$ cat src/rtl/noc_dma_pkg.sv
package noc_dma_pkg;

  // ==============================
  // widths and geometry
  // ==============================
  localparam int ADDR_W         = 32;
  localparam int FLIT_W         = 256;
  localparam int BEAT_SHIFT     = 5;
  localparam int WORDS_PER_BEAT = 8;
  localparam int NUM_SLOTS      = 6;
  localparam int SLOT_W         = 3;

  typedef logic [3:0]  node_id_t;
  // 1..8192 beats
  typedef logic [13:0] len_t;

  typedef struct packed {
    logic [NUM_SLOTS-1:0][ADDR_W-1:0] base;
    logic [NUM_SLOTS-1:0][ADDR_W-1:0] group_base;
    logic [NUM_SLOTS-1:0][ADDR_W-1:0] write_base;
  } base_cfg_t;

  // ==============================
  // flit layouts
  // ==============================
  typedef struct packed {
    logic         pad0;
    logic         group_sel;
    logic [42:0]  pad1;
    logic [11:0]  reply_route;
    logic [116:0] pad2;
    logic [12:0]  len_m1;
    logic [24:0]  pad3;
    logic [24:0]  beat_offset;
    // low nibble is the requesting node
    logic [11:0]  route;
    logic         pad4;
    logic         tag;
    logic [4:0]   pad5;
  } rd_req_flit_t;

  typedef struct packed {
    logic [199:0] pad_hi;
    logic [12:0]  len_m1;
    logic [24:0]  beat_offset;
    node_id_t     node;
    logic         tag;
    logic [12:0]  pad_lo;
  } wr_hdr_t;

  // first flit of a write packet is a header, the rest is payload
  typedef union packed {
    wr_hdr_t           hdr;
    logic [FLIT_W-1:0] raw;
  } noc_flit_u;

  typedef struct packed {
    logic [ADDR_W-1:0] addr;
    // count in 32-bit words
    logic [31:0]       num;
  } dma_cmd_t;

  typedef struct packed {
    logic [11:0] route;
    logic        tag;
    logic [11:0] reply_route;
    len_t        beats;
  } rd_head_t;

  // left/right pairs share a slot: 0/2, 1/3, 4/6, 5/7, 8/10, 9/11
  // nodes 12..15 land on 6 or 7, past the last slot
  function automatic logic [SLOT_W-1:0] slot_of(node_id_t node);
    return {node[3:2], node[0]};
  endfunction

endpackage

$ cat src/rtl/fwd_slice.sv
module fwd_slice #(
  parameter int WIDTH = 32
) (
  input  logic             clk,
  input  logic             rst_n,
  input  logic             in_valid,
  input  logic [WIDTH-1:0] in_data,
  output logic             in_ready,
  output logic             out_valid,
  output logic [WIDTH-1:0] out_data,
  input  logic             out_ready
);

  // the stage frees up in the same cycle its content leaves
  assign in_ready = !out_valid || out_ready;

  always_ff @(posedge clk or negedge rst_n) begin
    if (!rst_n) begin
      out_valid <= 1'b0;
    end else if (in_ready) begin
      out_valid <= in_valid;
    end
  end

  always_ff @(posedge clk) begin
    if (in_valid && in_ready) begin
      out_data <= in_data;
    end
  end

  // producer keeps valid and payload until the stage takes them
  in_hold: assert property (@(posedge clk) disable iff (!rst_n)
    in_valid && !in_ready |=> in_valid && $stable(in_data));

endmodule

$ cat src/rtl/read_data_sender.sv
module read_data_sender (
  input  logic                            clk,
  input  logic                            rst_n,
  input  logic                            head_pop,
  input  noc_dma_pkg::rd_head_t           head,
  output logic                            send_ready,
  input  logic                            rd_stream,
  input  logic                            rd_data_valid,
  input  logic [noc_dma_pkg::FLIT_W-1:0]  rd_data,
  output logic                            rd_data_ready,
  output logic                            rd_last_done,
  output logic                            data_out_valid,
  output logic [noc_dma_pkg::FLIT_W-1:0]  data_out_flit,
  output logic                            data_out_last,
  input  logic                            data_out_ready
);

  logic [noc_dma_pkg::FLIT_W-1:0] head_flit;
  noc_dma_pkg::len_t              total;
  noc_dma_pkg::len_t              beat_cnt;
  logic                           is_last;
  logic                           rd_hs;
  logic                           slice_valid;
  logic                           slice_ready;
  logic [noc_dma_pkg::FLIT_W:0]   slice_data;

  // head flit: route, marker bit, tag, reply route up at 171:160
  always_comb begin
    head_flit          = '0;
    head_flit[11:0]    = head.route;
    head_flit[12]      = 1'b1;
    head_flit[13]      = head.tag;
    head_flit[171:160] = head.reply_route;
  end

  assign send_ready    = slice_ready;
  assign rd_data_ready = rd_stream && slice_ready;
  assign rd_hs         = rd_data_valid && rd_data_ready;
  assign is_last       = (beat_cnt == total - 14'd1);
  assign rd_last_done  = rd_hs && is_last;

  // head and beats never compete, pop only happens outside streaming
  assign slice_valid = head_pop || (rd_stream && rd_data_valid);
  assign slice_data  = head_pop ? {1'b0, head_flit} : {is_last, rd_data};

  // ==============================
  // beat counter
  // ==============================
  always_ff @(posedge clk or negedge rst_n) begin
    if (!rst_n) begin
      total    <= '0;
      beat_cnt <= '0;
    end else if (head_pop) begin
      total    <= head.beats;
      beat_cnt <= '0;
    end else if (rd_hs) begin
      beat_cnt <= is_last ? '0 : beat_cnt + 14'd1;
    end
  end

  fwd_slice #(
    .WIDTH (noc_dma_pkg::FLIT_W + 1)
  ) u_out_slice (
    .clk       (clk),
    .rst_n     (rst_n),
    .in_valid  (slice_valid),
    .in_data   (slice_data),
    .in_ready  (slice_ready),
    .out_valid (data_out_valid),
    .out_data  ({data_out_last, data_out_flit}),
    .out_ready (data_out_ready)
  );

endmodule

$ cat config.mk
export PLATFORM = sky130hd
export DESIGN_NAME = read_data_sender
export DESIGN_NICKNAME = d
export VERILOG_FILES = /design/src/rtl/noc_dma_pkg.sv /design/src/rtl/fwd_slice.sv /design/src/rtl/read_data_sender.sv
export SDC_FILE = /design/constraint.sdc
export NUM_CORES = 1
export LEC_CHECK = 0
export BUFFER_PORTS_ARGS = -buffer_cell sky130_fd_sc_hd__buf_2
export CORE_AREA = 2 2 217 219
export CTS_BUF_LIST = sky130_fd_sc_hd__clkbuf_8
export DETAILED_ROUTE_END_ITERATION = 8
export DIE_AREA = 0 0 219 221
export GPL_ROUTABILITY_DRIVEN = 0
export GPL_TIMING_DRIVEN = 0
export HOLD_SLACK_MARGIN = 0.02
export PLACE_DENSITY_LB_ADDON = 0.25
export SETUP_SLACK_MARGIN = 0.5
export SYNTH_ARGS = -nofsm -noshare
export SYNTH_HDL_FRONTEND = slang
export SYNTH_HIERARCHICAL = 1
export SYNTH_SLANG_ARGS = --single-unit
$ cat constraint.sdc
create_clock -name clk -period 5.9 [get_ports clk]
set_input_delay 0.295 -clock clk [delete_from_list [all_inputs] [get_ports clk]]
set_output_delay 0.295 -clock clk [all_outputs]
set_load 0.1 [all_outputs]
==> results.md <==
- Clock buffer depth: 3
- Die extent in y: 221 µm
- Pin count of the biggest net entering global routing: 63
- Clock-pin slew on the worst setup and hold paths: 0.06 ns
- DRC: 0
- TritonCTS Buffers: 51
- Iter 0 DRT Violations: about 390
- Post_cts resized: 0
- Core area: about 46,000 µm²
- IO buf count: 561
- Post-synthesis simple-gate area fraction: between 15 and 20%
- Ys Warns: 6
- Setup Buffers After CTS: 0
- CP Capture Type: output pin
- Worst Skew: 0.0261 ns
- Initial DRT Pass Iterations: 4
- Mux share of post-synthesis cell area: 3.36%
- Clk root buf: clkbuf_8
- Crit path launch type: flop
- Ratio of cells with drive above 1 in the final layout: 39.7%
- Logic pwr share: 27.2%
- H-tree levels: 2
- Area leader, netlist: edfxtp_1
- Hold-fix buffers, CTS: 295
- DR WL/cell: 16.6 µm
- Area growth from synthesis to layout: 66.7%
- Switch share: 36.0%
- CP Class: reg2out
- Placed wire-length estimate: 27.3 mm
- IO Pins: ~560
- Worst hold endpoint: beat_cnt[5]
- Die area: 48,400 µm²
- Synthesized cell area: 11,400 µm²
- Synth async-reset ratio: 10.1%
- Vias: ~9,400
- TritonCTS clock tree: built
- Slew Limit Fails: 0
- Antenna violations before repair: 2
- Post-synthesis xor/xnor area fraction: 1.92%
- ANT nets after route: 0
- Final Setup Violations: 0
- Row count: 79
- Hold Path Cell Cnt: 4
- Post-synth net total: 1,044
- Hold path start: head_pop
- Synth Area in Adders: 0.219%
- Period utilization: 62.6%
- Mapped Cells: 741
- Synth Flop Type: edfxtp_1
- Max Fclk: between 200 and 300 MHz
- Hold Fails Final Rpt: 0
- Clock power frac: 31.3%
- Gr usage total: 15.1%
- Maximum VDD drop: 0.194 mV
- Worst Tran Pin Value: between 0.8 and 0.9 ns
- Vias/cell: 4.09
- Worst-case reg-to-reg path depth: 7
- Clk sinks: 286
- Largest family of logic cells by synthesized area: simple AND/OR/NAND/NOR gates
- Pwr Density: 309 nW/µm²
- Total grt overflow: 0
- RSZ-0062 raised after global routing: no
- Sequential share of power: 41.4%
- Flops & latches, synth: 286
- Status: completed
- Static Leak: 0.00801 µW
- Post-synth EDFFs: 257
- Reg2reg start: total[0]
- Max Cap Violations: 0
- Min cycle time layout: 3.69 ns
- Total wire length: between 30 and 40 mm
- Netlist cell types: 44
- Worst-path maximum fanout: 8
- Largest cells by area after synthesis: edfxtp_1 68%, nor2b_1 13%, dfrtp_1 6.4%, mux2_2 3.4%, xnor2_1 1.2%
- Compound-Gate Fraction of Synth Area: ~1.8%
- CP required: 5.61 ns
- Hold WC Path Type: in2reg
- Register area share after synthesis: between 70% and 80%
- Final Power: 5870 µW
- Die width: between 200 and 250 µm
- Share of Yosys cell area claimed by the top area cell type: 67.7%
- Slew margin rel.: ~41%
- TNS Setup: 0 ns
- Global-route wire length before repair: about 56 mm
- Nets: 1,957
- Worst-Skew Late Latency: 0.61 ns
- Worst reg2reg path endpoint: beat_cnt[10]
- Vias in the first global route: 9,858
- Mapped Avg Cell Area: 15.4 µm²
- NetSw: 2110 µW
- Reg2reg setup slack: 3.20 ns
- Starting density of the core: 24.8%
- Internal power: 3750 µW
- Worst EP arrival: 3.40 ns
==> layer usage <==
layer	track usage [%]	part of all wire, %	up-vias	routed length, µm
met5	0	0.029	-	11
met1	17.0	39	4485	15000
met2	26.4	50	357	18900
met4	5.69	3.1	2	1190
li1	-	-	4473	-
met3	4.78	8.1	81	3090
==> synth_stat cells (all sizes together) (2+ instances only) <==
master / count
dfrtp: 29
mux2: 34
o21ai: 11
nor2b: 236
a31o: 2
nand4: 4
ha: 2
and3b: 2
nand2b: 2
or3: 2
nor4: 4
a21o: 2
and2: 2
o31a: 2
edfxtp: 257
a221oi: 2
buf: 5
and3: 7
or4: 2
a21oi: 5
nand4b: 2
xor2: 9
nor2: 10
inv: 7
nand3: 11
a31oi: 2
xnor2: 16
nor3: 16
nand2: 15
clkbuf: 32
==> worst max path at each step <==
stage,start,end,cells past startpoint
final,total[0],rd_last_done,10
after global routing,total[0],rd_last_done,10
after CTS,total[0],rd_last_done,10
after detailed placement,head_pop,u_out_slice/out_data[140],8
after global placement,head_pop,u_out_slice/out_data[106],5
after floorplan,u_out_slice/out_valid,u_out_slice/out_data[0],2
==> registers in the layout, indices dropped and copies added, names as in the netlist <==
signal / count
u_out_slice/out_data: 257
u_out_slice/out_valid: 1
total: 14
beat_cnt: 14
==> placed cells by master, fill, tap and decap left out, types with 5 or more instances in the layout <==
| master | Yosys | final |
|---|---|---|
| nand3_1 | 11 | 11 |
| clkinv_1 | 0 | 12 |
| clkbuf_8 | 0 | 52 |
| nor2b_1 | 236 | 236 |
| dlygate4sd3_1 | 0 | 295 |
| a21oi_1 | 5 | 5 |
| xor2_1 | 9 | 9 |
| edfxtp_1 | 257 | 257 |
| nor3_1 | 16 | 16 |
| nor2_1 | 10 | 10 |
| dfrtp_1 | 29 | 29 |
| nand2_1 | 15 | 15 |
| buf_2 | 0 | 561 |
| inv_1 | 7 | 20 |
| xnor2_1 | 16 | 16 |
| clkbuf_1 | 32 | 32 |
| and3_1 | 7 | 7 |
| mux2_2 | 34 | 34 |
| o21ai_0 | 11 | 11 |
==> power by group through the flow <==
stage                     combinational (µW)  clock (µW)  sequential [µW]
final                                   1600        1840             2430
after global routing                    1660        2000             2440
after floorplan                          192           0             3400
after detailed placement                1440           0             2470
after global placement                  1420           0             2480
after CTS                               1610        1910             2430
==> cell families (layout without fill, tap and decap cells) <==
family                   after synthesis  in the layout
XOR/XNOR                              25             25
buffers and inverters                 44            992
flip-flops                           286            286
adder cells (fa/ha/maj)                2              2
AO/OA/AOI/OAI                         31             31
multiplexers                          34             34
AND/OR/NAND/NOR                      319            319
other                                  0              1
==> layout make-up <==
cell class,count,area [µm²]
antenna,1,2.50
buffer,37,146
clock buffer,52,716
clock inverter,36,258
fill,4443,27000
inverter,7,26.3
multi-input combinational,411,2790
sequential,286,8440
tap,607,759
timing repair buffer,860,5870
==> stage by stage <==
step	worst slack, ns	hold slack [ns]	util [%]	cells	cell area (µm²)
6_report	2.21	0.0921	41.3	2297	19000
5_1_grt	1.92	0.0445	41.3	2296	19000
4_1_cts	2.14	0.0257	41.3	2296	19000
3_5_place_dp	2.21	0.391	32.7	1913	15100
3_3_place_gp	1.02	0.376	32.5	1909	15000
2_1_floorplan	2.36	-0.000591	-	741	11400
==> critical path, stage by stage (launching register included) <==
cell	delay, ns
dfrtp_1	0.41
inv_1	0.09
ha_1	0.18
nor2b_1	0.13
clkbuf_1	0.29
nand3_1	0.16
mux2_2	0.31
o21ai_0	0.36
nand4_1	0.26
nor2_1	0.16
buf_2	0.45
(Power assumes the default switching activity.)
