$ cat src/rtl/noc_dma_pkg.sv
package noc_dma_pkg;

  // ==============================
  // widths and geometry
  // ==============================
  localparam int ADDR_W         = 32;
  localparam int FLIT_W         = 256;
  localparam int BEAT_SHIFT     = 5;
  localparam int WORDS_PER_BEAT = 8;
  localparam int NUM_SLOTS      = 6;
  localparam int SLOT_W         = 3;

  typedef logic [3:0]  node_id_t;
  // 1..8192 beats
  typedef logic [13:0] len_t;

  typedef struct packed {
    logic [NUM_SLOTS-1:0][ADDR_W-1:0] base;
    logic [NUM_SLOTS-1:0][ADDR_W-1:0] group_base;
    logic [NUM_SLOTS-1:0][ADDR_W-1:0] write_base;
  } base_cfg_t;

  // ==============================
  // flit layouts
  // ==============================
  typedef struct packed {
    logic         pad0;
    logic         group_sel;
    logic [42:0]  pad1;
    logic [11:0]  reply_route;
    logic [116:0] pad2;
    logic [12:0]  len_m1;
    logic [24:0]  pad3;
    logic [24:0]  beat_offset;
    // low nibble is the requesting node
    logic [11:0]  route;
    logic         pad4;
    logic         tag;
    logic [4:0]   pad5;
  } rd_req_flit_t;

  typedef struct packed {
    logic [199:0] pad_hi;
    logic [12:0]  len_m1;
    logic [24:0]  beat_offset;
    node_id_t     node;
    logic         tag;
    logic [12:0]  pad_lo;
  } wr_hdr_t;

  // first flit of a write packet is a header, the rest is payload
  typedef union packed {
    wr_hdr_t           hdr;
    logic [FLIT_W-1:0] raw;
  } noc_flit_u;

  typedef struct packed {
    logic [ADDR_W-1:0] addr;
    // count in 32-bit words
    logic [31:0]       num;
  } dma_cmd_t;

  typedef struct packed {
    logic [11:0] route;
    logic        tag;
    logic [11:0] reply_route;
    len_t        beats;
  } rd_head_t;

  // left/right pairs share a slot: 0/2, 1/3, 4/6, 5/7, 8/10, 9/11
  // nodes 12..15 land on 6 or 7, past the last slot
  function automatic logic [SLOT_W-1:0] slot_of(node_id_t node);
    return {node[3:2], node[0]};
  endfunction

endpackage

$ cat src/rtl/fwd_slice.sv
module fwd_slice #(
  parameter int WIDTH = 32
) (
  input  logic             clk,
  input  logic             rst_n,
  input  logic             in_valid,
  input  logic [WIDTH-1:0] in_data,
  output logic             in_ready,
  output logic             out_valid,
  output logic [WIDTH-1:0] out_data,
  input  logic             out_ready
);

  // the stage frees up in the same cycle its content leaves
  assign in_ready = !out_valid || out_ready;

  always_ff @(posedge clk or negedge rst_n) begin
    if (!rst_n) begin
      out_valid <= 1'b0;
    end else if (in_ready) begin
      out_valid <= in_valid;
    end
  end

  always_ff @(posedge clk) begin
    if (in_valid && in_ready) begin
      out_data <= in_data;
    end
  end

  // producer keeps valid and payload until the stage takes them
  in_hold: assert property (@(posedge clk) disable iff (!rst_n)
    in_valid && !in_ready |=> in_valid && $stable(in_data));

endmodule

$ cat src/rtl/read_req_queue.sv
module read_req_queue #(
  parameter int REQ_DEPTH = 8
) (
  input  logic                      clk,
  input  logic                      rst_n,
  input  noc_dma_pkg::base_cfg_t    cfg,
  input  logic                      ctrl_in_valid,
  input  noc_dma_pkg::rd_req_flit_t ctrl_in_flit,
  output logic                      ctrl_in_ready,
  output logic                      rd_req,
  output noc_dma_pkg::dma_cmd_t     rd_cmd,
  input  logic                      rd_addr_ready,
  input  logic                      head_pop,
  output logic                      head_avail,
  output noc_dma_pkg::rd_head_t     head
);

  localparam int PTR_W = (REQ_DEPTH > 1) ? $clog2(REQ_DEPTH) : 1;

  logic [noc_dma_pkg::SLOT_W-1:0] slot;
  logic [noc_dma_pkg::ADDR_W-1:0] base;
  logic [noc_dma_pkg::ADDR_W-1:0] byte_off;
  noc_dma_pkg::len_t              beats;
  noc_dma_pkg::dma_cmd_t          cmd;
  noc_dma_pkg::rd_head_t          entry;
  logic                           cmd_ready;
  logic                           running;
  logic                           full;
  logic                           push;
  noc_dma_pkg::rd_head_t          mem [REQ_DEPTH];
  logic [PTR_W-1:0]               wr_ptr;
  logic [PTR_W-1:0]               rd_ptr;
  logic [PTR_W:0]                 count;

  // ==============================
  // request decode
  // ==============================
  always_comb begin
    slot = noc_dma_pkg::slot_of(ctrl_in_flit.route[3:0]);
    base = '0;
    // group_sel picks the group base table
    if (slot < noc_dma_pkg::NUM_SLOTS) begin
      base = ctrl_in_flit.group_sel ? cfg.group_base[slot] : cfg.base[slot];
    end
    byte_off          = ctrl_in_flit.beat_offset;
    beats             = {1'b0, ctrl_in_flit.len_m1} + 14'd1;
    cmd.addr          = base + (byte_off << noc_dma_pkg::BEAT_SHIFT);
    cmd.num           = 32'(beats) * 32'(noc_dma_pkg::WORDS_PER_BEAT);
    entry.route       = ctrl_in_flit.route;
    entry.tag         = ctrl_in_flit.tag;
    entry.reply_route = ctrl_in_flit.reply_route;
    entry.beats       = beats;
  end

  // ready held off for one cycle out of reset
  always_ff @(posedge clk or negedge rst_n) begin
    if (!rst_n) begin
      running <= 1'b0;
    end else begin
      running <= 1'b1;
    end
  end

  assign full          = (count == (PTR_W+1)'(REQ_DEPTH));
  assign ctrl_in_ready = running && !full && cmd_ready;
  assign push          = ctrl_in_valid && ctrl_in_ready;
  assign head_avail    = (count != '0);
  assign head          = mem[rd_ptr];

  fwd_slice #(
    .WIDTH ($bits(noc_dma_pkg::dma_cmd_t))
  ) u_cmd_slice (
    .clk       (clk),
    .rst_n     (rst_n),
    .in_valid  (ctrl_in_valid && running && !full),
    .in_data   (cmd),
    .in_ready  (cmd_ready),
    .out_valid (rd_req),
    .out_data  (rd_cmd),
    .out_ready (rd_addr_ready)
  );

  // ==============================
  // head info ring buffer
  // ==============================
  always_ff @(posedge clk or negedge rst_n) begin
    if (!rst_n) begin
      wr_ptr <= '0;
      rd_ptr <= '0;
      count  <= '0;
    end else begin
      if (push) begin
        wr_ptr <= (wr_ptr == PTR_W'(REQ_DEPTH - 1)) ? '0 : wr_ptr + 1'b1;
      end
      if (head_pop) begin
        rd_ptr <= (rd_ptr == PTR_W'(REQ_DEPTH - 1)) ? '0 : rd_ptr + 1'b1;
      end
      if (push && !head_pop) begin
        count <= count + 1'b1;
      end else if (!push && head_pop) begin
        count <= count - 1'b1;
      end
    end
  end

  always_ff @(posedge clk) begin
    if (push) begin
      mem[wr_ptr] <= entry;
    end
  end

  // a push never lands on the unread head entry
  no_push_full: assert property (@(posedge clk) disable iff (!rst_n)
    push && head_avail |-> (wr_ptr != rd_ptr));

  // the read FSM only pops what the queue holds
  pop_has_entry: assert property (@(posedge clk) disable iff (!rst_n)
    head_pop |-> head_avail);

endmodule

$ cat config.mk
export PLATFORM = sky130hd
export DESIGN_NAME = read_req_queue
export DESIGN_NICKNAME = d
export VERILOG_FILES = /design/src/rtl/noc_dma_pkg.sv /design/src/rtl/fwd_slice.sv /design/src/rtl/read_req_queue.sv
export SDC_FILE = /design/constraint.sdc
export NUM_CORES = 1
export LEC_CHECK = 0
export BUFFER_PORTS_ARGS = -buffer_cell sky130_fd_sc_hd__buf_4
export CAP_MARGIN = 10
export CORE_AREA = 2 2 367 369
export CTS_CLUSTER_SIZE = 20
export DETAILED_ROUTE_END_ITERATION = 8
export DIE_AREA = 0 0 369 371
export GPL_TIMING_DRIVEN = 0
export PLACE_DENSITY_LB_ADDON = 0.15
export SYNTH_ARGS = -nofsm -noshare
export SYNTH_HDL_FRONTEND = slang
export SYNTH_HIERARCHICAL = 1
export SYNTH_SLANG_ARGS = --single-unit
$ cat constraint.sdc
create_clock -name clk -period 3.85 [get_ports clk]
set_input_delay 0.77 -clock clk [delete_from_list [all_inputs] [get_ports clk]]
set_output_delay 0.77 -clock clk [all_outputs]
set_load 0.02 [all_outputs]
==> impl_metrics.json <==
{
  "cts.sinks": 388,
  "worstSetupStartpointType": "input pin",
  "fin_total_pwr_mw": 15.2,
  "clock_skew_ns": 0.0199,
  "combPwrFrac": 0.359,
  "setup_violations": 0,
  "io_buffer_count": 557,
  "finalSetupTns_ns": 0,
  "rsz0062_at_grt": "true",
  "hold_path_end": "mem[4][20]",
  "drt-total-wl_um": 86600,
  "grt_overflow": 0,
  "ff2ff_path_depth": 8,
  "die_y_um": 371,
  "hold_viol_final": 0,
  "ctsLongestPathBuffers": 3,
  "max_slew.worst_pin.slew_ns": 1.20,
  "yosys_warnings": 6,
  "start_util": 0.144,
  "vias_per_cell": 3.68,
  "clockRootBuffer": "clkbuf_16",
  "hold_ws_ns": 0.410,
  "seq_area_frac_synth": 0.606,
  "ir_drop_mv": 0.310,
  "grt_pass1_wl_um": 117000,
  "mappedNetlistArea_um2": 19100,
  "max_freq_mhz": 264,
  "hpwl_um": 70900,
  "worst-path-max-fanout": 15,
  "fill_cells": 14200,
  "hold_depth": 1,
  "fin_crit_ns": 3.79,
  "die_x_um": 369,
  "avgRoutedWirePerCell_um": 24.4,
  "hold_path.class": "in -> reg",
  "clk_latency_ns": 0.59,
  "synth_top_area_frac": 0.591,
  "grt_start_max_net_pins": 65,
  "switchingPower_mw": 4.88,
  "fin_util": 0.212,
  "dpl_cell_area_um2": 26100,
  "path_clk_slew_ns": 0.06,
  "numCtsBuffers": 49,
  "r2r_setup_slack_ns": 0.98,
  "r2r_start": "count[0]",
  "place.gp.congestion": 0.842,
  "ys_ff_latch": 388,
  "p_int_mw": 10.3,
  "drc": 0,
  "row_count": 134,
  "crit_type": "in -> reg",
  "fp.dieArea_um2": 137000,
  "synth_flop_cell": "edfxtp_1",
  "syn2layout_area_growth_pct": 47.2,
  "grt_pass1_vias": 14600,
  "cts_tree": "yes",
  "power_frac_clock": 0.303,
  "swShare": 0.321,
  "critPathCaptureType": "flip-flop",
  "drt.antenna.violating_nets": 0,
  "nets": 2598,
  "fin_crit_sh": 0.984,
  "syn_area_per_cell_um2": 17.7,
  "critical_path_required_ns": 4.18,
  "htreeDepth": 2,
  "antenna_found_initial": 26,
  "status": "complete, no violations",
  "power_frac_seq": 0.338,
  "pin_count": 943,
  "synth_edf_count": 376,
  "powerDensity_nw_per_um2": 541,
  "final-max-slew-violation-count": 0,
  "drive_above_1_share": 0.549,
  "postSynthCellCount": 1080,
  "drtIter0Drc": 676,
  "synth.largest_area_cell": "edfxtp_1",
  "fin_area_um2": 28100,
  "drv_cap": 0,
  "r2r-end": "mem[3][6]",
  "leakagePower_nw": 10.2,
  "synth-async-reset-ratio": 0.0309,
  "min_from": "ctrl_in_flit[205]",
  "vias": 13000,
  "relSlewSlack": 0.201,
  "arrival_ns": 4.12,
  "synth.area.top_cells": "edfxtp_1 (59%), mux4_2 (20%), mux2_2 (2.7%), ha_1 (2.2%), mux2i_1 (1.8%)",
  "grtUsageTotal": 0.123,
  "core-area_um2": 133000,
  "ys_types": 75,
  "dr.pass1.iters": 5
}
-- synth_stat cells (all sizes together), types with 2 or more instances --
library cell / number
edfxtp: 376
mux4: 173
mux2: 45
inv: 43
buf: 34
mux2i: 34
clkbuf: 33
ha: 33
o22ai: 31
nand2: 29
a21oi: 26
nor2: 25
o21ai: 22
xnor2: 20
nand3: 15
dfrtp: 12
nor3: 11
nand2b: 10
a21o: 8
and2: 8
and3: 8
xor2: 8
o21a: 7
or2: 7
nand4: 5
a211oi: 4
o211a: 4
o211ai: 4
o31ai: 4
or3: 4
a21boi: 3
nor2b: 3
o311ai: 3
a2111oi: 2
a31oi: 2
conb: 2
fa: 2
nor4: 2
nor4b: 2
-- final cells by class --
| class | count | area, um^2 | area share |
|---|---|---|---|
| diodes | 7 | 17.5 | 0.000622 |
| plain buffers | 61 | 427 | 0.0152 |
| clock buffers | 55 | 1250 | 0.0444 |
| clock inverters | 37 | 372 | 0.0132 |
| inverters | 44 | 165 | 0.00587 |
| multi-input cells | 598 | 7450 | 0.265 |
| flip-flops and latches | 388 | 11600 | 0.412 |
| well taps | 1768 | 2210 | 0.0786 |
| repair buffers | 584 | 4660 | 0.166 |
-- flip-flops by register name, summed over array words and instances (netlist names) --
signal and cells:
count 4, mem 312, rd_ptr 3, running 1
u_cmd_slice/out_data 64, u_cmd_slice/out_valid 1, wr_ptr 3
-- timing repair --
| item | in CTS | in global routing |
|---|---|---|
| buffers inserted | 5 | 5 |
| hold buffers | 1 | 0 |
| endpoints found under the hold margin | 12 | 0 |
| resized for setup | 67 | 23 |
| pin swaps | 9 | 5 |
| setup endpoints to repair | 38 | 10 |
| cloned | 0 | 0 |
-- cell families (layout without fill, tap and decap cells) --
logic type | Yosys count | after routing | synth area share
AO/OA/AOI/OAI | 131 | 131 | 0.0475
AND/OR/NAND/NOR | 133 | 133 | 0.0363
XOR/XNOR | 28 | 28 | 0.0128
adder cells (fa/ha/maj) | 35 | 35 | 0.0237
buffers and inverters | 111 | 781 | 0.0249
multiplexers | 252 | 252 | 0.248
flip-flops | 388 | 388 | 0.606
other | 2 | 26 | 0.000393
-- per-layer routing --
metal / up-vias / GRT usage / routed length [um]
met3: 141 / 0.0417 / 6800
met5: - / 0 / 7
met2: 537 / 0.240 / 47300
li1: 5778 / - / -
met1: 6572 / 0.117 / 28300
met4: 2 / 0.0494 / 4120
-- layout by cell type (no fill, tap or decap), types with 21 or more instances in the layout --
cell       Yosys  routed
ha_1          33      28
edfxtp_1     376     376
mux4_2       173     173
mux2i_1       34      29
clkbuf_16      0      49
o22ai_1       31      21
nand2_1       28      28
mux2_2        45      45
a21oi_1       25      23
inv_1         42      42
clkbuf_1      33      22
clkinv_1       1      21
buf_4          2     572
-- power by group through the flow --
stage | Combinational (mW) | Sequential [mW] | Clock (mW)
3_5_place_dp | 5.59 | 5.23 | 0
6_report | 5.47 | 5.14 | 4.62
3_3_place_gp | 5.45 | 5.24 | 0
2_1_floorplan | 3.01 | 5.29 | 0
4_1_cts | 5.68 | 5.15 | 4.81
5_1_grt | 5.93 | 5.17 | 4.95
-- worst max-delay path, stage by stage --
cell     delay (ns)
buf_12         0.16
buf_12         0.18
buf_8          0.18
mux4_2         0.53
mux2i_1        0.27
o22ai_1        0.21
ha_1           0.39
o21ai_1        0.11
o21a_1         0.26
nor4_4         0.35
or2_1          0.15
buf_2          0.16
a41oi_2        0.16
xnor2_2        0.19
-- through the flow --
step	instances	setup slack (ns)
after global routing	3541	-0.0167
after floorplan	1097	0.00874
after global placement	3422	-2.28
after CTS	3531	-0.00525
after detailed placement	3438	-1.94
final	3542	0.0629
-- worst max-delay path by stage --
stage                      start                       end  slack [ns]  cells past startpoint
2_1_floorplan    ctrl_in_flit[7]  u_cmd_slice/out_data[61]       0.009                     15
3_3_place_gp       ctrl_in_valid                 mem[7][4]       -2.28                      6
3_5_place_dp   ctrl_in_flit[254]  u_cmd_slice/out_data[59]       -1.94                     14
4_1_cts          ctrl_in_flit[7]  u_cmd_slice/out_data[59]      -0.005                     14
5_1_grt          ctrl_in_flit[7]  u_cmd_slice/out_data[58]       -0.02                     15
6_report         ctrl_in_flit[7]  u_cmd_slice/out_data[58]        0.06                     14
Note: power is estimated with default switching activity, not from simulation.
