--- config.mk ---
export PLATFORM = sky130hd
export DESIGN_NAME = write_req_tracker
export DESIGN_NICKNAME = d
export VERILOG_FILES = /design/src/rtl/noc_dma_pkg.sv /design/src/rtl/fwd_slice.sv /design/src/rtl/write_req_tracker.sv
export SDC_FILE = /design/constraint.sdc
export NUM_CORES = 1
export LEC_CHECK = 0
export ABC_AREA = 1
export BUFFER_PORTS_ARGS = -buffer_cell sky130_fd_sc_hd__clkbuf_2
export CELL_PAD_IN_SITES_DETAIL_PLACEMENT = 0
export CELL_PAD_IN_SITES_GLOBAL_PLACEMENT = 1
export CORE_AREA = 10 10 549 551
export CTS_CLUSTER_SIZE = 25
export DETAILED_ROUTE_END_ITERATION = 10
export DIE_AREA = 0 0 559 561
export PLACE_DENSITY_LB_ADDON = 0.1
export SYNTH_ARGS = -nofsm -noshare
export SYNTH_HDL_FRONTEND = slang
export SYNTH_SLANG_ARGS = --single-unit
export TNS_END_PERCENT = 100
--- constraint.sdc ---
create_clock -name clk -period 7 [get_ports clk]
set_input_delay 1.4 -clock clk [delete_from_list [all_inputs] [get_ports clk]]
set_output_delay 1.4 -clock clk [all_outputs]
set_load 0.005 [all_outputs]
--- src/rtl/noc_dma_pkg.sv ---
package noc_dma_pkg;

  // ==============================
  // widths and geometry
  // ==============================
  localparam int ADDR_W         = 32;
  localparam int FLIT_W         = 256;
  localparam int BEAT_SHIFT     = 5;
  localparam int WORDS_PER_BEAT = 8;
  localparam int NUM_SLOTS      = 6;
  localparam int SLOT_W         = 3;

  typedef logic [3:0]  node_id_t;
  // 1..8192 beats
  typedef logic [13:0] len_t;

  typedef struct packed {
    logic [NUM_SLOTS-1:0][ADDR_W-1:0] base;
    logic [NUM_SLOTS-1:0][ADDR_W-1:0] group_base;
    logic [NUM_SLOTS-1:0][ADDR_W-1:0] write_base;
  } base_cfg_t;

  // ==============================
  // flit layouts
  // ==============================
  typedef struct packed {
    logic         pad0;
    logic         group_sel;
    logic [42:0]  pad1;
    logic [11:0]  reply_route;
    logic [116:0] pad2;
    logic [12:0]  len_m1;
    logic [24:0]  pad3;
    logic [24:0]  beat_offset;
    // low nibble is the requesting node
    logic [11:0]  route;
    logic         pad4;
    logic         tag;
    logic [4:0]   pad5;
  } rd_req_flit_t;

  typedef struct packed {
    logic [199:0] pad_hi;
    logic [12:0]  len_m1;
    logic [24:0]  beat_offset;
    node_id_t     node;
    logic         tag;
    logic [12:0]  pad_lo;
  } wr_hdr_t;

  // first flit of a write packet is a header, the rest is payload
  typedef union packed {
    wr_hdr_t           hdr;
    logic [FLIT_W-1:0] raw;
  } noc_flit_u;

  typedef struct packed {
    logic [ADDR_W-1:0] addr;
    // count in 32-bit words
    logic [31:0]       num;
  } dma_cmd_t;

  typedef struct packed {
    logic [11:0] route;
    logic        tag;
    logic [11:0] reply_route;
    len_t        beats;
  } rd_head_t;

  // left/right pairs share a slot: 0/2, 1/3, 4/6, 5/7, 8/10, 9/11
  // nodes 12..15 land on 6 or 7, past the last slot
  function automatic logic [SLOT_W-1:0] slot_of(node_id_t node);
    return {node[3:2], node[0]};
  endfunction

endpackage

--- src/rtl/fwd_slice.sv ---
module fwd_slice #(
  parameter int WIDTH = 32
) (
  input  logic             clk,
  input  logic             rst_n,
  input  logic             in_valid,
  input  logic [WIDTH-1:0] in_data,
  output logic             in_ready,
  output logic             out_valid,
  output logic [WIDTH-1:0] out_data,
  input  logic             out_ready
);

  // the stage frees up in the same cycle its content leaves
  assign in_ready = !out_valid || out_ready;

  always_ff @(posedge clk or negedge rst_n) begin
    if (!rst_n) begin
      out_valid <= 1'b0;
    end else if (in_ready) begin
      out_valid <= in_valid;
    end
  end

  always_ff @(posedge clk) begin
    if (in_valid && in_ready) begin
      out_data <= in_data;
    end
  end

  // producer keeps valid and payload until the stage takes them
  in_hold: assert property (@(posedge clk) disable iff (!rst_n)
    in_valid && !in_ready |=> in_valid && $stable(in_data));

endmodule

--- src/rtl/write_req_tracker.sv ---
module write_req_tracker (
  input  logic                            clk,
  input  logic                            rst_n,
  input  noc_dma_pkg::base_cfg_t          cfg,
  input  logic                            data_in_valid,
  input  noc_dma_pkg::noc_flit_u          data_in_flit,
  output logic                            data_in_ready,
  input  logic                            wr_hdr_en,
  input  logic                            wr_stream,
  input  logic                            resp_en,
  output logic                            wr_hdr_seen,
  output logic                            wr_last_done,
  output logic                            wr_req,
  output noc_dma_pkg::dma_cmd_t           wr_cmd,
  input  logic                            wr_addr_ready,
  output logic                            wr_data_valid,
  output logic [noc_dma_pkg::FLIT_W-1:0]  wr_data,
  input  logic                            wr_data_ready,
  output logic                            ctrl_out_valid,
  output logic [noc_dma_pkg::FLIT_W-1:0]  ctrl_out_flit,
  input  logic                            ctrl_out_ready,
  output logic                            resp_done
);

  logic [noc_dma_pkg::SLOT_W-1:0] slot;
  logic [noc_dma_pkg::ADDR_W-1:0] base;
  logic [noc_dma_pkg::ADDR_W-1:0] byte_off;
  noc_dma_pkg::len_t              beats;
  noc_dma_pkg::dma_cmd_t          cmd;
  logic                           cmd_valid;
  logic                           cmd_ready;
  logic                           hdr_hs;
  logic                           wr_hs;
  logic                           is_last;
  noc_dma_pkg::node_id_t          node_q;
  logic                           tag_q;
  noc_dma_pkg::len_t              total;
  noc_dma_pkg::len_t              beat_cnt;

  // ==============================
  // header decode
  // ==============================
  always_comb begin
    slot = noc_dma_pkg::slot_of(data_in_flit.hdr.node);
    base = '0;
    if (slot < noc_dma_pkg::NUM_SLOTS) begin
      base = cfg.write_base[slot];
    end
    byte_off = data_in_flit.hdr.beat_offset;
    beats    = {1'b0, data_in_flit.hdr.len_m1} + 14'd1;
    cmd.addr = base + (byte_off << noc_dma_pkg::BEAT_SHIFT);
    cmd.num  = 32'(beats) * 32'(noc_dma_pkg::WORDS_PER_BEAT);
  end

  // header waits on the command slice, payload on the DMA
  assign data_in_ready = wr_hdr_en ? cmd_ready : (wr_stream && wr_data_ready);
  assign cmd_valid     = wr_hdr_en && data_in_valid;
  assign hdr_hs        = cmd_valid && cmd_ready;
  assign wr_hdr_seen   = hdr_hs;

  assign wr_data_valid = wr_stream && data_in_valid;
  assign wr_data       = data_in_flit.raw;
  assign wr_hs         = wr_data_valid && wr_data_ready;
  assign is_last       = (beat_cnt == total - 14'd1);
  assign wr_last_done  = wr_hs && is_last;

  fwd_slice #(
    .WIDTH ($bits(noc_dma_pkg::dma_cmd_t))
  ) u_cmd_slice (
    .clk       (clk),
    .rst_n     (rst_n),
    .in_valid  (cmd_valid),
    .in_data   (cmd),
    .in_ready  (cmd_ready),
    .out_valid (wr_req),
    .out_data  (wr_cmd),
    .out_ready (wr_addr_ready)
  );

  always_ff @(posedge clk or negedge rst_n) begin
    if (!rst_n) begin
      total    <= '0;
      beat_cnt <= '0;
    end else if (hdr_hs) begin
      total    <= beats;
      beat_cnt <= '0;
    end else if (wr_hs) begin
      beat_cnt <= is_last ? '0 : beat_cnt + 14'd1;
    end
  end

  always_ff @(posedge clk) begin
    if (hdr_hs) begin
      node_q <= data_in_flit.hdr.node;
      tag_q  <= data_in_flit.hdr.tag;
    end
  end

  // ==============================
  // write response
  // ==============================
  always_comb begin
    ctrl_out_flit      = '0;
    ctrl_out_flit[3:0] = node_q;
    ctrl_out_flit[4]   = 1'b1;
    ctrl_out_flit[5]   = tag_q;
  end

  assign ctrl_out_valid = resp_en;
  assign resp_done      = resp_en && ctrl_out_ready;

endmodule

==> run_results.csv <==
group,metric,value,unit
status,status,"finished, final reports clean",
grt,grt_antenna_before_repair,45,
power_and_ir_drop,power.share.switching,0.449,
power_and_ir_drop,seq_power_share,0.289,
grt,globalRouteOverflowTotal,0,
power_and_ir_drop,power.ir.vdd_worst,0.125,mV
critical_path,critPathLaunchType,"input port",
power_and_ir_drop,power.clock.fraction,0.290,
floorplanning,design.portCount,1424,
floorplanning,initial_utilization,0.0376,
timing,rsz0062_at_grt,"false",
yosys,synth_area,0.0109,mm^2
clock_network,insertion_delay_of_the_later_clocked_pin_in_the_worst_skew_pair,0.44,ns
grt,maximum_number_of_pins_on_one_net_before_global_route_repair,42,
timing,layout_setup_ws,1.83,ns
run,maxCapViolations,0,
floorplanning,die_h,561,um
yosys,synthesis.yosys.warnings,0,
floorplanning,core_area,0.290,mm^2
yosys,netlist_instances,1532,
worst_hold_path,timing.hold.worst.class,"reg -> reg",
critical_path,number_of_cell_instances_on_the_worst_register_to_register_path,9,
clock_network,cts_root_buf,"sky130_fd_sc_hd__clkbuf_16",
power_and_ir_drop,pwr_cell_area,131,mW/mm^2
timing,final.setup_skew,0.0272,ns
layout,fin_cells,5562,
layout,post_route_cells_drive_above_1_share,0.276,
yosys,ys_dominant_reg_cell,"sky130_fd_sc_hd__edfxtp_1",
clock_network,cts.path.max_buffers,2,
grt,wire_length_of_the_first_global_routing_pass,131,mm
timing,fin_crit_sh,0.738,
grt,grt_pass1_vias,11600,
timing,maximum_frequency_from_static_timing_analysis,194,MHz
placement,placed_cells_incl_taps,5534,
clock_network,cts-buffers-inserted,9,
power_and_ir_drop,internal-power,1.11,mW
power_and_ir_drop,switching_power,0.908,mW
critical_path,required,7.16,ns
yosys,synth-seq-area-share,0.207,
floorplanning,dieArea,0.314,mm^2
placement,placement.io_buffers,344,
clock_network,cts.hold.buffers_added,0,
detailed_routing,routed_wl,106,mm
detailed_routing,antenna_nets_post_route,0,
floorplanning,die_w,559,um
critical_path,critPathMaxFanout,33,
detailed_routing,drt_iter0_drc,333,
worst_hold_path,worst_hold_path.num_cells,2,
clock_network,postCtsSetupBuffers,0,
yosys,synth_cell_type_count,42,
layout,final_net_count,2515,
clock_network,tritoncts,"yes",
yosys,synth_enable_flop_cells,51,
yosys,fraction_of_registers_with_async_set_reset,0.363,
detailed_routing,drt_drc_violations_left,0,
clock_network,post_cts_sizing,0,
layout,layout.core_utilization,0.0530,
yosys,average_footprint_of_a_synthesized_cell,7.13,um^2
timing,finalSetupViolCount,0,
critical_path,critical_path.endpoint_type,"flip-flop",
timing,hold_violations_final,0,
placement,dpl.hpwl,97.9,mm
clock_network,cts.clk_slew.worst_paths,0.07,ns
detailed_routing,detail_route.first_pass.iterations,4,
clock_network,htree_levels,3,
power_and_ir_drop,static-leakage-power,5.91,nW
timing,tns,0,ns
clock_network,clock_sink_count,80,
detailed_routing,detail_route.vias_per_cell,1.73,
grt,groute.usage.overall,0.0650,
timing,period_minus_slack,5.17,ns
detailed_routing,dr_total_vias,9650,
critical_path,crit_type,"in -> reg",
power_and_ir_drop,comb_power_share,0.420,
timing,worstMarginPinSlew,1.24,ns
layout,area_delta_synth_final,40.9,%
yosys,postSynthRegisterBits,80,
timing,max-slew-margin-rel,0.169,
floorplanning,floorplan.rows,198,
critical_path,worst_path_arrival_time,5.33,ns
timing,slew_violations,0,
detailed_routing,detail_route.wl_per_cell,19.1,um
placement,globalplace.congestion,0.657,
placement,place_ws,0.870,ns
[state kept, by name, indices dropped and copies added, names as in the netlist]
register and cells:
u_cmd_slice.out_valid 1, total 14, u_cmd_slice.out_data 46, node_q 4
beat_cnt 14, tag_q 1
[final cells by class]
type / instances / area, um^2
Clock inverter: 5 / 65.1
Tap cell: 3900 / 4880
Sequential cell: 80 / 2260
Antenna cell: 12 / 30.0
Fill cell: 34600 / 275000
Clock buffer: 11 / 243
Multi-Input combinational cell: 1062 / 5380
Inverter: 88 / 335
Timing Repair Buffer: 404 / 2200
[synth_stat cells, drive strengths merged, types with 13 or more instances]
master	instances	share of area
buf	541	0.37
inv	87	0.030
edfxtp	51	0.14
nor2	219	0.078
nand3	52	0.024
nor3	13	0.0060
a21oi	32	0.015
xnor2	13	0.010
dfrtp	29	0.066
ha	28	0.032
clkbuf	28	0.0096
o32ai	31	0.025
nand2	221	0.076
o21ai	72	0.033
xor2	36	0.030
o41ai	29	0.023
[through the flow]
step,hold WS [ns],total power [mW],area [um^2]
6_report,0.552,2.02,15400
5_1_grt,0.590,2.23,15400
4_1_cts,0.553,2.15,15400
3_5_place_dp,0.534,1.51,15100
3_3_place_gp,0.532,1.52,15100
2_1_floorplan,0.468,1.19,11900
[power by group through the flow]
stage	logic, mW	clock network [mW]	registers, mW
3_5_place_dp	0.913	0	0.596
5_1_grt	0.990	0.650	0.590
3_3_place_gp	0.921	0	0.598
4_1_cts	0.916	0.644	0.587
6_report	0.849	0.587	0.585
2_1_floorplan	0.604	0	0.589
[critical path, cell delays in order]
cell and delay [ns]:
sky130_fd_sc_hd__buf_4 0.31, sky130_fd_sc_hd__inv_4 0.27, sky130_fd_sc_hd__buf_12 0.26, sky130_fd_sc_hd__o21ai_0 0.29, sky130_fd_sc_hd__o32ai_1 0.14, sky130_fd_sc_hd__nand2_1 0.13, sky130_fd_sc_hd__o41ai_2 0.12, sky130_fd_sc_hd__buf_4 0.21
sky130_fd_sc_hd__ha_1 0.39, sky130_fd_sc_hd__nand2_1 0.21, sky130_fd_sc_hd__nor2_1 0.18, sky130_fd_sc_hd__inv_1 0.11, sky130_fd_sc_hd__nor3_1 0.37, sky130_fd_sc_hd__nand2_1 0.09, sky130_fd_sc_hd__o211ai_1 0.19, sky130_fd_sc_hd__buf_4 0.19
sky130_fd_sc_hd__nand2_1 0.11, sky130_fd_sc_hd__nand3b_1 0.10, sky130_fd_sc_hd__nand2_1 0.08
[per-layer routing]
layer	vias to the layer above	share of wire	track usage	wire length [um]
li1	4439	-	-	-
met1	4262	0.32	0.0574	33900
met2	772	0.45	0.106	47600
met3	153	0.20	0.0628	21500
met4	24	0.029	0.0169	3030
met5	-	0.0030	0.00391	323
[layout by cell type, fill, tap and decap left out, types with 11 or more instances in the layout]
cell type	instances
sky130_fd_sc_hd__dfrtp_1	29
sky130_fd_sc_hd__a21oi_1	32
sky130_fd_sc_hd__o21ai_0	62
sky130_fd_sc_hd__clkbuf_2	342
sky130_fd_sc_hd__conb_1	269
sky130_fd_sc_hd__edfxtp_1	51
sky130_fd_sc_hd__o41ai_1	12
sky130_fd_sc_hd__diode_2	12
sky130_fd_sc_hd__nand4_1	11
sky130_fd_sc_hd__inv_1	86
sky130_fd_sc_hd__xor2_1	34
sky130_fd_sc_hd__ha_1	28
sky130_fd_sc_hd__nand3_1	51
sky130_fd_sc_hd__xnor2_1	13
sky130_fd_sc_hd__o32ai_1	29
sky130_fd_sc_hd__o41ai_2	16
sky130_fd_sc_hd__nor3_1	13
sky130_fd_sc_hd__buf_4	60
sky130_fd_sc_hd__nor2_1	213
sky130_fd_sc_hd__nand2_1	219
[kinds of logic after synthesis]
kind of cell	Yosys count	share of synthesized area
buffers and inverters	657	0.408
and+or+nand+nor	530	0.200
AOI/OAI and AO/OA	185	0.110
DFF	80	0.207
xor gates and xnor gates	49	0.0407
adders and majority gates	29	0.0339
other	2	0.000688
[path summary, 6_finish.rpt]
path	start	to	slack, ns
min in group asynchronous	rst_n	total[6]$_DFFE_PN0P_	1.03
worst max-delay path	data_in_flit[14]	u_cmd_slice.out_data[63]$_DFFE_PP_	1.83
worst min-delay path	u_cmd_slice.out_valid$_DFFE_PN0N_	u_cmd_slice.out_valid$_DFFE_PN0N_	0.55
worst max register to register	total[0]$_DFFE_PN0P_	beat_cnt[1]$_DFFE_PN0P_	4.61
max in group asynchronous	rst_n	beat_cnt[9]$_DFFE_PN0P_	5.59
worst min register to register	u_cmd_slice.out_valid$_DFFE_PN0N_	u_cmd_slice.out_valid$_DFFE_PN0N_	0.55
(Power assumes the default switching activity.)
