===== src/rtl/bridge_ctrl.sv =====
module bridge_ctrl (
  input  logic clk,
  input  logic rst_n,
  input  logic head_avail,
  input  logic send_ready,
  input  logic rd_last_done,
  input  logic wr_hdr_seen,
  input  logic wr_last_done,
  input  logic wr_done,
  input  logic resp_done,
  output logic head_pop,
  output logic rd_stream,
  output logic wr_hdr_en,
  output logic wr_stream,
  output logic resp_en
);

  localparam logic       IDLE   = 1'b0;
  localparam logic       STREAM = 1'b1;

  localparam logic [1:0] W_IDLE = 2'd0;
  localparam logic [1:0] W_DATA = 2'd1;
  localparam logic [1:0] W_WAIT = 2'd2;
  localparam logic [1:0] W_RESP = 2'd3;

  logic       rd_state;
  logic       rd_next;
  logic [1:0] wr_state;
  logic [1:0] wr_next;

  always_ff @(posedge clk or negedge rst_n) begin
    if (!rst_n) begin
      rd_state <= IDLE;
      wr_state <= W_IDLE;
    end else begin
      rd_state <= rd_next;
      wr_state <= wr_next;
    end
  end

  // ==============================
  // read FSM
  // ==============================
  // pop the next head only when the output slice can take it
  assign head_pop  = (rd_state == IDLE) && head_avail && send_ready;
  assign rd_stream = (rd_state == STREAM);

  always_comb begin
    rd_next = rd_state;
    case (rd_state)
      IDLE:   if (head_pop) rd_next = STREAM;
      STREAM: if (rd_last_done) rd_next = IDLE;
      default: rd_next = IDLE;
    endcase
  end

  // ==============================
  // write FSM
  // ==============================
  assign wr_hdr_en = (wr_state == W_IDLE);
  assign wr_stream = (wr_state == W_DATA);
  assign resp_en   = (wr_state == W_RESP);

  always_comb begin
    wr_next = wr_state;
    case (wr_state)
      W_IDLE: if (wr_hdr_seen) wr_next = W_DATA;
      W_DATA: if (wr_last_done) wr_next = W_WAIT;
      // completion latency of the DMA is open ended
      W_WAIT: if (wr_done) wr_next = W_RESP;
      W_RESP: if (resp_done) wr_next = W_IDLE;
      default: wr_next = W_IDLE;
    endcase
  end

  // last beats come back only in the state that streams them
  last_in_stream: assert property (@(posedge clk) disable iff (!rst_n)
    rd_last_done |-> (rd_state == STREAM));

  last_in_data: assert property (@(posedge clk) disable iff (!rst_n)
    wr_last_done |-> (wr_state == W_DATA));

endmodule


===== config.mk =====
export PLATFORM = sky130hd
export DESIGN_NAME = bridge_ctrl
export DESIGN_NICKNAME = d
export VERILOG_FILES = /design/src/rtl/bridge_ctrl.sv
export SDC_FILE = /design/constraint.sdc
export NUM_CORES = 1
export LEC_CHECK = 0
export ABC_CLOCK_PERIOD_IN_PS = 2400
export BUFFER_PORTS_ARGS = -buffer_cell sky130_fd_sc_hd__buf_4
export CORE_AREA = 2 2 39 41
export DETAILED_ROUTE_END_ITERATION = 12
export DIE_AREA = 0 0 41 43
export MAX_ROUTING_LAYER = met4
export PLACE_DENSITY = 0.44
export SLEW_MARGIN = 20
export SYNTH_ARGS = -nofsm -noshare
export SYNTH_HDL_FRONTEND = slang
export SYNTH_SLANG_ARGS = --single-unit
export TNS_END_PERCENT = 50

===== constraint.sdc =====
create_clock -name clk -period 2.4 [get_ports clk]
set_clock_uncertainty 0.05 [all_clocks]
set_input_delay 0.48 -clock clk [delete_from_list [all_inputs] [get_ports clk]]
set_output_delay 0.48 -clock clk [all_outputs]
set_load 0.01 [all_outputs]

==> qor.yml, run 1 <==
antenna_found_initial: 0
synth_cell_types: 10
cap_viol_max_count: 0
clock_path_buffers: 2
area_growth_pct: 61.8
globalRouteOverflowTotal: 0
status: "finished clean"
min_period_ns: 1.67
dieArea_sq_um: 1760
die_y_um: 43
hold_class: "input pin to register"
synth_top_area_share_pct: 30.2
yosysWarnings: 0
place.gp.congestion: 0.615
layout_commonest_cell: "buf_4"
num_vias: 207
startpoint_type: "register"
cts_buffers: 3
path_cells: "inv_1 -> ha_1 -> nor2b_1 -> a2111oi_4 -> mux2_4"
cts_sinks: 3
syn_inst: 21
via_per_inst: 3.76
cp-end-kind: "register"
routed_wl_um: 523
final_util_pct: 29.1
wl_met1_um: 200
tightest_slew_ns: 0.326
grt_pass1_wl_um: 869
grt_pass1_vias: 208
drc: 0
cp_max_fo: 4
p_leak_nw: 0.215
critPathRequiredTime_ns: 2.46
hold_viol: 0
clk_latency_ns: 0.23
slowest_delay_ns: 0.36
fillers: 156
synth_seq_area_share_pct: 30.2
slew_headroom_pct: 78.2
grt_max_degree: 5
setup.worst_path.class: "register to register"
crit_path_top_delay_cell: "dfrtp_1"
irDropWorstVdd_mv: 0.418
holdPathStages: 2
core-area_sq_um: 1380
drive_above_1_share_pct: 48.7
cts_root_buf: "clkbuf_4"
firstDrtPassIters: 2
power.density_nw_per_um2: 1090
worst-r2r-setup-slack_ns: 0.73
wire_per_inst_um: 9.51
num_io_pins: 14
syn_area_sq_um: 249
tns_ns: 0
path_buf_inv: 1
synth_area_leaders: "dfrtp_1, ha_1, a2111oi_4, mux2i_1, mux2_4"
rsz0062_at_grt: "no"
route.met3.wl_um: 63
r2r_end: "wr_state[1]"
clk_pin_slew_ns: 0.04
maxUsedRoutingLayer: "met3"
wl_met2_um: 259
final_cell_mix: "buf_4, ha_1, inv_1, clkbuf_4, dfrtp_1"
drt.antenna.violating_nets: 0
die_x_um: 41
reg2regPathDepth: 5
min_to: "rd_stream"
mappedNetlistNets: 35
synth_top_area_cell: "dfrtp_1"
antenna_cells: 0
h-tree-depth: 1
worstReg2RegStart: "wr_state[0]"
portBuffers: 13
start_util_pct: 18.0
setup_viol: 0
cp.arrival_ns: 1.73
place_ws_ns: 0.730
hp-start: "rd_last_done"
tritoncts: "done"
rows: 14
grt_usage_pct: 8.24
drtIter0Drc: 1
path_delay_family: "flip-flops"
synth-seq-cells: 3
nNetsFinal: 54
final.setup.worst_slack_ns: 0.734
slew_violations: 0
synth_area_per_cell_sq_um: 11.9
max_freq_mhz: 600
finalCritPeriodShare_pct: 69.4
-- kinds of logic after synthesis --
kind of cell,after synthesis,share of synthesized area (%)
AO/OA/AOI/OAI,1,11.1
adder cells (fa/ha/maj),5,25.1
buffers and inverters,3,4.52
flip-flops,3,30.1
multiplexers,3,14.1
AND/OR/NAND/NOR,6,15.1
-- sequential cells by signal (all words and copies together), names as in the netlist --
| signal | flops |
|---|---|
| wr_state | 2 |
| rd_stream | 1 |
-- cells in the mapped netlist --
cell type	count
ha_1	5
dfrtp_1	3
inv_1	3
mux2i_1	2
nor2_1	2
nor2b_1	2
a2111oi_4	1
mux2_4	1
nand2_1	1
nor2b_4	1
-- area by class of cell --
cell class | instances | area, sq um | share of cell area [%]
clock buffer | 4 | 26.3 | 6.52
inverter | 3 | 11.3 | 2.80
multi-input combinational | 15 | 163 | 40.4
sequential | 3 | 75.1 | 18.6
tap | 16 | 20.0 | 4.97
timing repair buffer | 14 | 108 | 26.7
-- per-layer routing --
metal | GRT usage, % | vias up
li1 | - | 103
met1 | 8.06 | 90
met3 | 3.66 | 0
met4 | 8.00 | 0
met2 | 11.3 | 14
met5 | - | -
-- report_power, final --
group | internal (mW) | leakage, nW | switching, mW
clock network | 0.0622 | 0.0150 | 0.0251
registers | 0.0723 | 0.0360 | 0.0172
logic | 0.149 | 0.164 | 0.112
-- per-stage QoR --
step                hold slack (ns)  instance area (sq um)  total power, mW  cells
floorplan                     0.134                    249            0.276     21
global placement              0.221                    367            0.353     50
detailed placement            0.222                    367            0.357     50
CTS                           0.374                    403            0.452     55
global route                  0.380                    403            0.481     55
finish                        0.381                    403            0.439     55
-- how the worst max path moves through the flow --
stage          depth (start not counted)          end  slack, ns         from
4_1_cts                                5  wr_state[1]       0.72  wr_state[0]
3_3_place_gp                           5  wr_state[1]       0.75  wr_state[1]
5_1_grt                                5  wr_state[1]       0.66  wr_state[0]
6_report                               5  wr_state[1]       0.73  wr_state[0]
2_1_floorplan                          5  wr_state[1]       0.75  wr_state[0]
3_5_place_dp                           5  wr_state[1]       0.73  wr_state[0]
-- timing repair --
item,CTS,global route
setup buffers,0,0
hold buffers,1,0
endpoints found under the hold margin,3,0
gates resized for setup,0,0
-- worst register-to-register path: cells and delay by family (launching register included) --
kind	cells	cell delay [ns]
flops	1	0.36
compound gates	1	0.34
mux	1	0.34
fa+ha+maj	1	0.22
simple gates	1	0.15
buf+inv	1	0.09
Power figures use the tool's default switching activity.
==> inputs of run 2 (changes only) <==
Settings changed: ABC_CLOCK_PERIOD_IN_PS 2400 to 1600.
Clock period 2.4 ns to 1.6 ns, I/O delays scaled along.
==> run 2 against run 1 <==
Compared with the run above: the run now ends with setup timing left; wire length rose by 24%; die area did not move; critical path depth increased by 1; total power increased by 80%; clock power grew 57%; register-to-register slack got worse by 0.77 ns; critical path type unchanged; critical endpoint is now wr_state[0]; largest cell class unchanged; largest power group unchanged; highest routed layer unchanged.
==> qor.yml, run 2 (synthesis gave the netlist of run 1 again) <==
status: "finished with violations"
violations: "setup timing"
p_leak_nw: 0.225  # +4.8%
max_freq_mhz: 611  # +1.7%
final_cell_mix: "buf_4, clkbuf_4"
routed_wl_um: 649  # +24%
rows: 14  # unchanged
num_io_pins: 14  # unchanged
dp_hpwl_um: 468
min_to: "rd_stream"
clk_pin_slew_ns: 0.04  # about the same
num_vias: 226  # +9.2%
grt_max_degree: 5  # unchanged
worstReg2RegStart: "wr_state[1]"
die_y_um: 43  # unchanged
power.density_nw_per_um2: 1740  # +60%
drive_above_1_share_pct: 69.0  # +20 points
drt.antenna.violating_nets: 0  # unchanged
antenna_found_initial: 0  # unchanged
setup.worst_path.class: "register to register"
holdWs_ns: 0.215  # -0.167 ns
maxUsedRoutingLayer: "met3"
worst-r2r-setup-slack_ns: -0.04  # -0.77 ns
grt_usage_pct: 9.29  # +1.0 points
area_growth_pct: 81.4
slew_violations: 0  # unchanged
grt_pass1_wl_um: 945  # +8.7%
globalRouteOverflowTotal: 0  # unchanged
antenna_cells: 0  # unchanged
portBuffers: 13  # unchanged
drc: 0  # unchanged
cp.arrival_ns: 1.73  # about the same
cp-end-kind: "register"
wire_per_inst_um: 11.2  # +18%
firstDrtPassIters: 1  # -1
finalCritPeriodShare_pct: 102  # +33 points
cts_sinks: 3  # unchanged
tritoncts: "done"
drtIter0Drc: 0  # -1
place.gp.congestion: 0.503  # -18%
r2r_end: "wr_state[0]"
hold_class: "input pin to register"
setup_viol: 2  # +2
slew_headroom_pct: 78.0  # -0.30 points
cp_max_fo: 3  # -1
start_util_pct: 18.0  # unchanged
largest_register_ffs: 2  # unchanged
clock_path_buffers: 2  # unchanged
path_cells: "inv_2 -> ha_4 -> nor2b_4 -> a2111oi_4 -> buf_4 -> mux2i_1"
holdPathStages: 2  # unchanged
nNetsFinal: 57  # +5.6%
wl_met1_um: 209  # +4.5%
total_power_mw: 0.788  # +80%
path_delay_family: "flip-flops"
dieArea_sq_um: 1760  # unchanged
grt_pass1_vias: 249  # +20%
cts_root_buf: "clkbuf_4"
rsz0062_at_grt: "yes"
h-tree-depth: 1  # unchanged
cap_viol_max_count: 0  # unchanged
slowest_delay_ns: 0.38  # +0.02 ns
critPathRequiredTime_ns: 1.69  # -0.77 ns
layout_commonest_cell: "buf_4"
die_x_um: 41  # unchanged
hold_viol: 0  # unchanged
hp-start: "rd_last_done"
core-area_sq_um: 1380  # unchanged
path_buf_inv: 2  # +1
cts_buffers: 3  # unchanged
crit_path_top_delay_cell: "dfrtp_1"
final.setup.worst_slack_ns: -0.0374  # -0.771 ns
reg2regPathDepth: 6  # +1
wl_met2_um: 370  # +43%
regMostFlops: "wr_state"
startpoint_type: "register"
multiInputGateArea_sq_um: 188  # +15%
irDropWorstVdd_mv: 0.612  # +47%
via_per_inst: 3.90  # +3.5%
tightest_slew_ns: 0.331  # +0.00445 ns
route.met3.wl_um: 69  # +9.5%
clk_latency_ns: 0.23  # about the same
min_period_ns: 1.64  # -0.0285 ns
fillers: 151  # -3.2%
register_area_sq_um: 76.3  # +1.7%
run 2: how the worst max path moves through the flow:
| stage | startpoint | end | slack [ns] | cells past startpoint |
|---|---|---|---|---|
| 2_1_floorplan | wr_state[1] | wr_state[1] | 0.01 | 4 |
| 3_3_place_gp | wr_state[1] | wr_state[1] | -0.005 | 5 |
| 3_5_place_dp | wr_state[1] | wr_state[1] | -0.04 | 5 |
| 4_1_cts | wr_state[1] | wr_state[0] | -0.04 | 6 |
| 5_1_grt | wr_state[1] | wr_state[0] | -0.12 | 6 |
| 6_report | wr_state[1] | wr_state[0] | -0.04 | 6 |
run 2: per-layer routing:
metal	GRT usage (%)	vias up
met3	3.14	0
li1	-	111
met1	5.84	101
met4	8.00	0
met2	16.9	14
met5	-	-
run 2: worst register-to-register path, delay by kind of cell (launching register included):
family	cells	cell delay, ns
buffers and inverters	2	0.26
adders and majority gates	1	0.16
DFF	1	0.38
muxes	1	0.19
AOI/OAI and AO/OA	1	0.38
and+or+nand+nor	1	0.13
run 2: per-stage QoR:
step	util (%)	area [sq um]	worst slack [ns]	instances	setup TNS [ns]
2_1_floorplan	-	254	0.00991	21	0
3_3_place_gp	27.4	379	-0.00529	51	-0.00529
3_5_place_dp	27.4	379	-0.0425	51	-0.0596
4_1_cts	32.6	452	-0.0392	58	-0.0648
5_1_grt	32.6	452	-0.120	58	-0.207
6_report	32.6	452	-0.0374	58	-0.0695
run 2: report_power, final:
part / switching, mW / internal [mW]
registers: 0.0393 / 0.111
clock network: 0.0428 / 0.0937
logic: 0.202 / 0.299
run 2: cell type report:
| cell class | count | area share, % |
|---|---|---|
| Clock buffer | 4 | 5.82 |
| Inverter | 3 | 2.49 |
| Multi-Input combinational cell | 15 | 41.6 |
| Timing Repair Buffer | 17 | 28.8 |
| Tap cell | 16 | 4.43 |
| Sequential cell | 3 | 16.9 |
run 2: timing repair:
action / 4_1_cts / 5_1_grt
resized for setup: 6 / 0
setup buffers: 2 / 0
endpoints found under the hold margin: 3 / 0
pin swaps: 1 / 0
hold buffers: 1 / 0
setup endpoints to repair: 2 / 2
==> inputs of run 3 (changes only) <==
Settings changed: PLACE_DENSITY 0.44 to not set.
==> run 3 against run 2 <==
Compared with the run above: the flow now finishes without violations; die area is the same; setup slack gained 0.059 ns; final cell count grew 5.2%; utilization grew 2.1 points; sequential power shrank 5%; count of clock-buffer cells in the layout is the same; first-iteration DRC count grew 2; critical path type unchanged.
==> qor.yml, run 3 (synthesis gave the netlist of run 1 again) <==
setup.worst_path.class: "register to register"
path_cells: "ha_2 -> nor2b_4 -> a2111oi_4 -> mux2_4"
firstDrtPassIters: 2  # +1
wire_per_inst_um: 8.43  # -25%
start_util_pct: 18.0  # unchanged
antenna_found_initial: 0  # unchanged
hold_viol: 0  # unchanged
drc: 0  # unchanged
globalRouteOverflowTotal: 0  # unchanged
critPathRequiredTime_ns: 1.66  # -0.03 ns
h-tree-depth: 1  # unchanged
setup_viol: 0  # -2
r2r_end: "wr_state[1]"
path_delay_family: "flip-flops"
pwr-share-comb_pct: 66.5  # +2.9 points
antenna_cells: 0  # unchanged
clk_pin_slew_ns: 0.04  # about the same
routed_wl_um: 514  # -21%
cts_sinks: 3  # unchanged
fillers: 140  # -7.3%
max_freq_mhz: 633  # +3.7%
crit_path_top_delay_cell: "dfrtp_1"
rows: 14  # unchanged
status: "finished clean"
clock_path_buffers: 2  # unchanged
min_period_ns: 1.58  # -0.0589 ns
drive_above_1_share_pct: 71.1  # +2.1 points
worstReg2RegStart: "wr_state[1]"
regMostFlops: "wr_state"
dp_hpwl_um: 412  # -12%
hold_class: "input pin to register"
startpoint_type: "register"
intPower_mw: 0.551  # +9.4%
cp-end-kind: "register"
drt.antenna.violating_nets: 0  # unchanged
cts_root_buf: "clkbuf_4"
reg2regPathDepth: 4  # -2
grt_usage_pct: 8.32  # -0.96 points
final_cell_mix: "buf_4, nor2b_4, clkbuf_4, dfrtp_1"
path_buf_inv: 0  # -2
slew_headroom_pct: 80.3  # +2.4 points
tightest_slew_ns: 0.295  # -0.0356 ns
clock_power_share_pct: 16.2  # -1.1 points
holdWs_ns: 0.210  # -0.00506 ns
cp_max_fo: 4  # +1
rsz0062_at_grt: "yes"
cap_viol_max_count: 0  # unchanged
p_seq_share_pct: 17.3  # -1.8 points
dieArea_sq_um: 1760  # unchanged
min_to: "rd_stream"
grt_pass1_wl_um: 897  # -5.1%
slew_violations: 0  # unchanged
layout_commonest_cell: "buf_4"
via_per_inst: 3.87  # -0.71%
worst-r2r-setup-slack_ns: 0.02  # +0.06 ns
holdPathStages: 2  # unchanged
tns_ns: 0  # +0.0695 ns
finalCritPeriodShare_pct: 98.7  # -3.7 points
cts_buffers: 3  # unchanged
crit_start: "wr_state[1]"
largest_register_ffs: 2  # unchanged
core-area_sq_um: 1380  # unchanged
place.gp.congestion: 0.672  # +34%
die_y_um: 43  # unchanged
num_vias: 236  # +4.4%
slowest_delay_ns: 0.41  # +0.03 ns
area_growth_pct: 93.0
hp-start: "rd_last_done"
nNetsFinal: 60  # +5.3%
portBuffers: 13  # unchanged
total_power_mw: 0.826  # +4.9%
power.density_nw_per_um2: 1720  # -1.4%
p_switching_mw: 0.275  # -3.2%
drtIter0Drc: 2  # +2
die_x_um: 41  # unchanged
p_sw_share_pct: 33.3  # -2.8 points
num_io_pins: 14  # unchanged
irDropWorstVdd_mv: 0.574  # -6.2%
cp.arrival_ns: 1.64  # -0.09 ns
p_leak_nw: 0.243  # +8.1%
grt_max_degree: 5  # unchanged
tritoncts: "done"
grt_pass1_vias: 247  # -0.80%
clk_latency_ns: 0.23  # about the same
final_util_pct: 34.7  # +2.1 points
## run 3: cell count changes in the layout (fill, tap and decap cells not counted), sizes merged
cell,change
buf,+3
## run 3: cell type report
cell class | count | area, sq um | share of cell area (%)
tap | 16 | 20.0 | 4.17
sequential | 3 | 75.1 | 15.6
inverter | 3 | 11.3 | 2.34
clock buffer | 4 | 26.3 | 5.47
multi-input combinational | 15 | 195 | 40.6
timing repair buffer | 20 | 153 | 31.8
## run 3: how the worst max path moves through the flow
stage / depth (start not counted) / slack [ns] / endpoint
2_1_floorplan: 4 / 0.01 / wr_state[1]
3_3_place_gp: 5 / 0.02 / wr_state[1]
3_5_place_dp: 5 / -0.01 / wr_state[1]
4_1_cts: 4 / 0.007 / wr_state[1]
5_1_grt: 5 / -0.08 / wr_state[0]
6_report: 4 / 0.02 / wr_state[1]
## run 3: through the flow
step           area [sq um]  setup WS, ns  instances
2_1_floorplan           254       0.00991         21
3_3_place_gp            387        0.0151         52
3_5_place_dp            387       -0.0131         52
4_1_cts                 470       0.00665         61
5_1_grt                 480       -0.0816         61
6_report                480        0.0215         61
## run 3: what timing repair did
item / in CTS / in global routing
pin swaps: 1 / 0
setup endpoints to repair: 1 / 2
hold buffers: 1 / 0
resized for setup: 6 / 1
hold endpoints to repair: 3 / 0
setup buffers: 4 / 0
## run 3: layer usage
metal | vias to the layer above | share of wire, % | GRT usage [%]
li1 | 116 | - | -
met1 | 111 | 30 | 6.41
met2 | 7 | 61 | 13.4
met3 | 2 | 7.4 | 3.14
met4 | 0 | 2.1 | 8.00
met5 | - | 0 | -
## run 3: power by group through the flow
stage,combinational [mW],sequential (mW),clock (mW)
2_1_floorplan,0.288,0.136,0
3_3_place_gp,0.428,0.144,0
3_5_place_dp,0.434,0.144,0
4_1_cts,0.541,0.144,0.143
5_1_grt,0.603,0.148,0.151
6_report,0.549,0.143,0.134
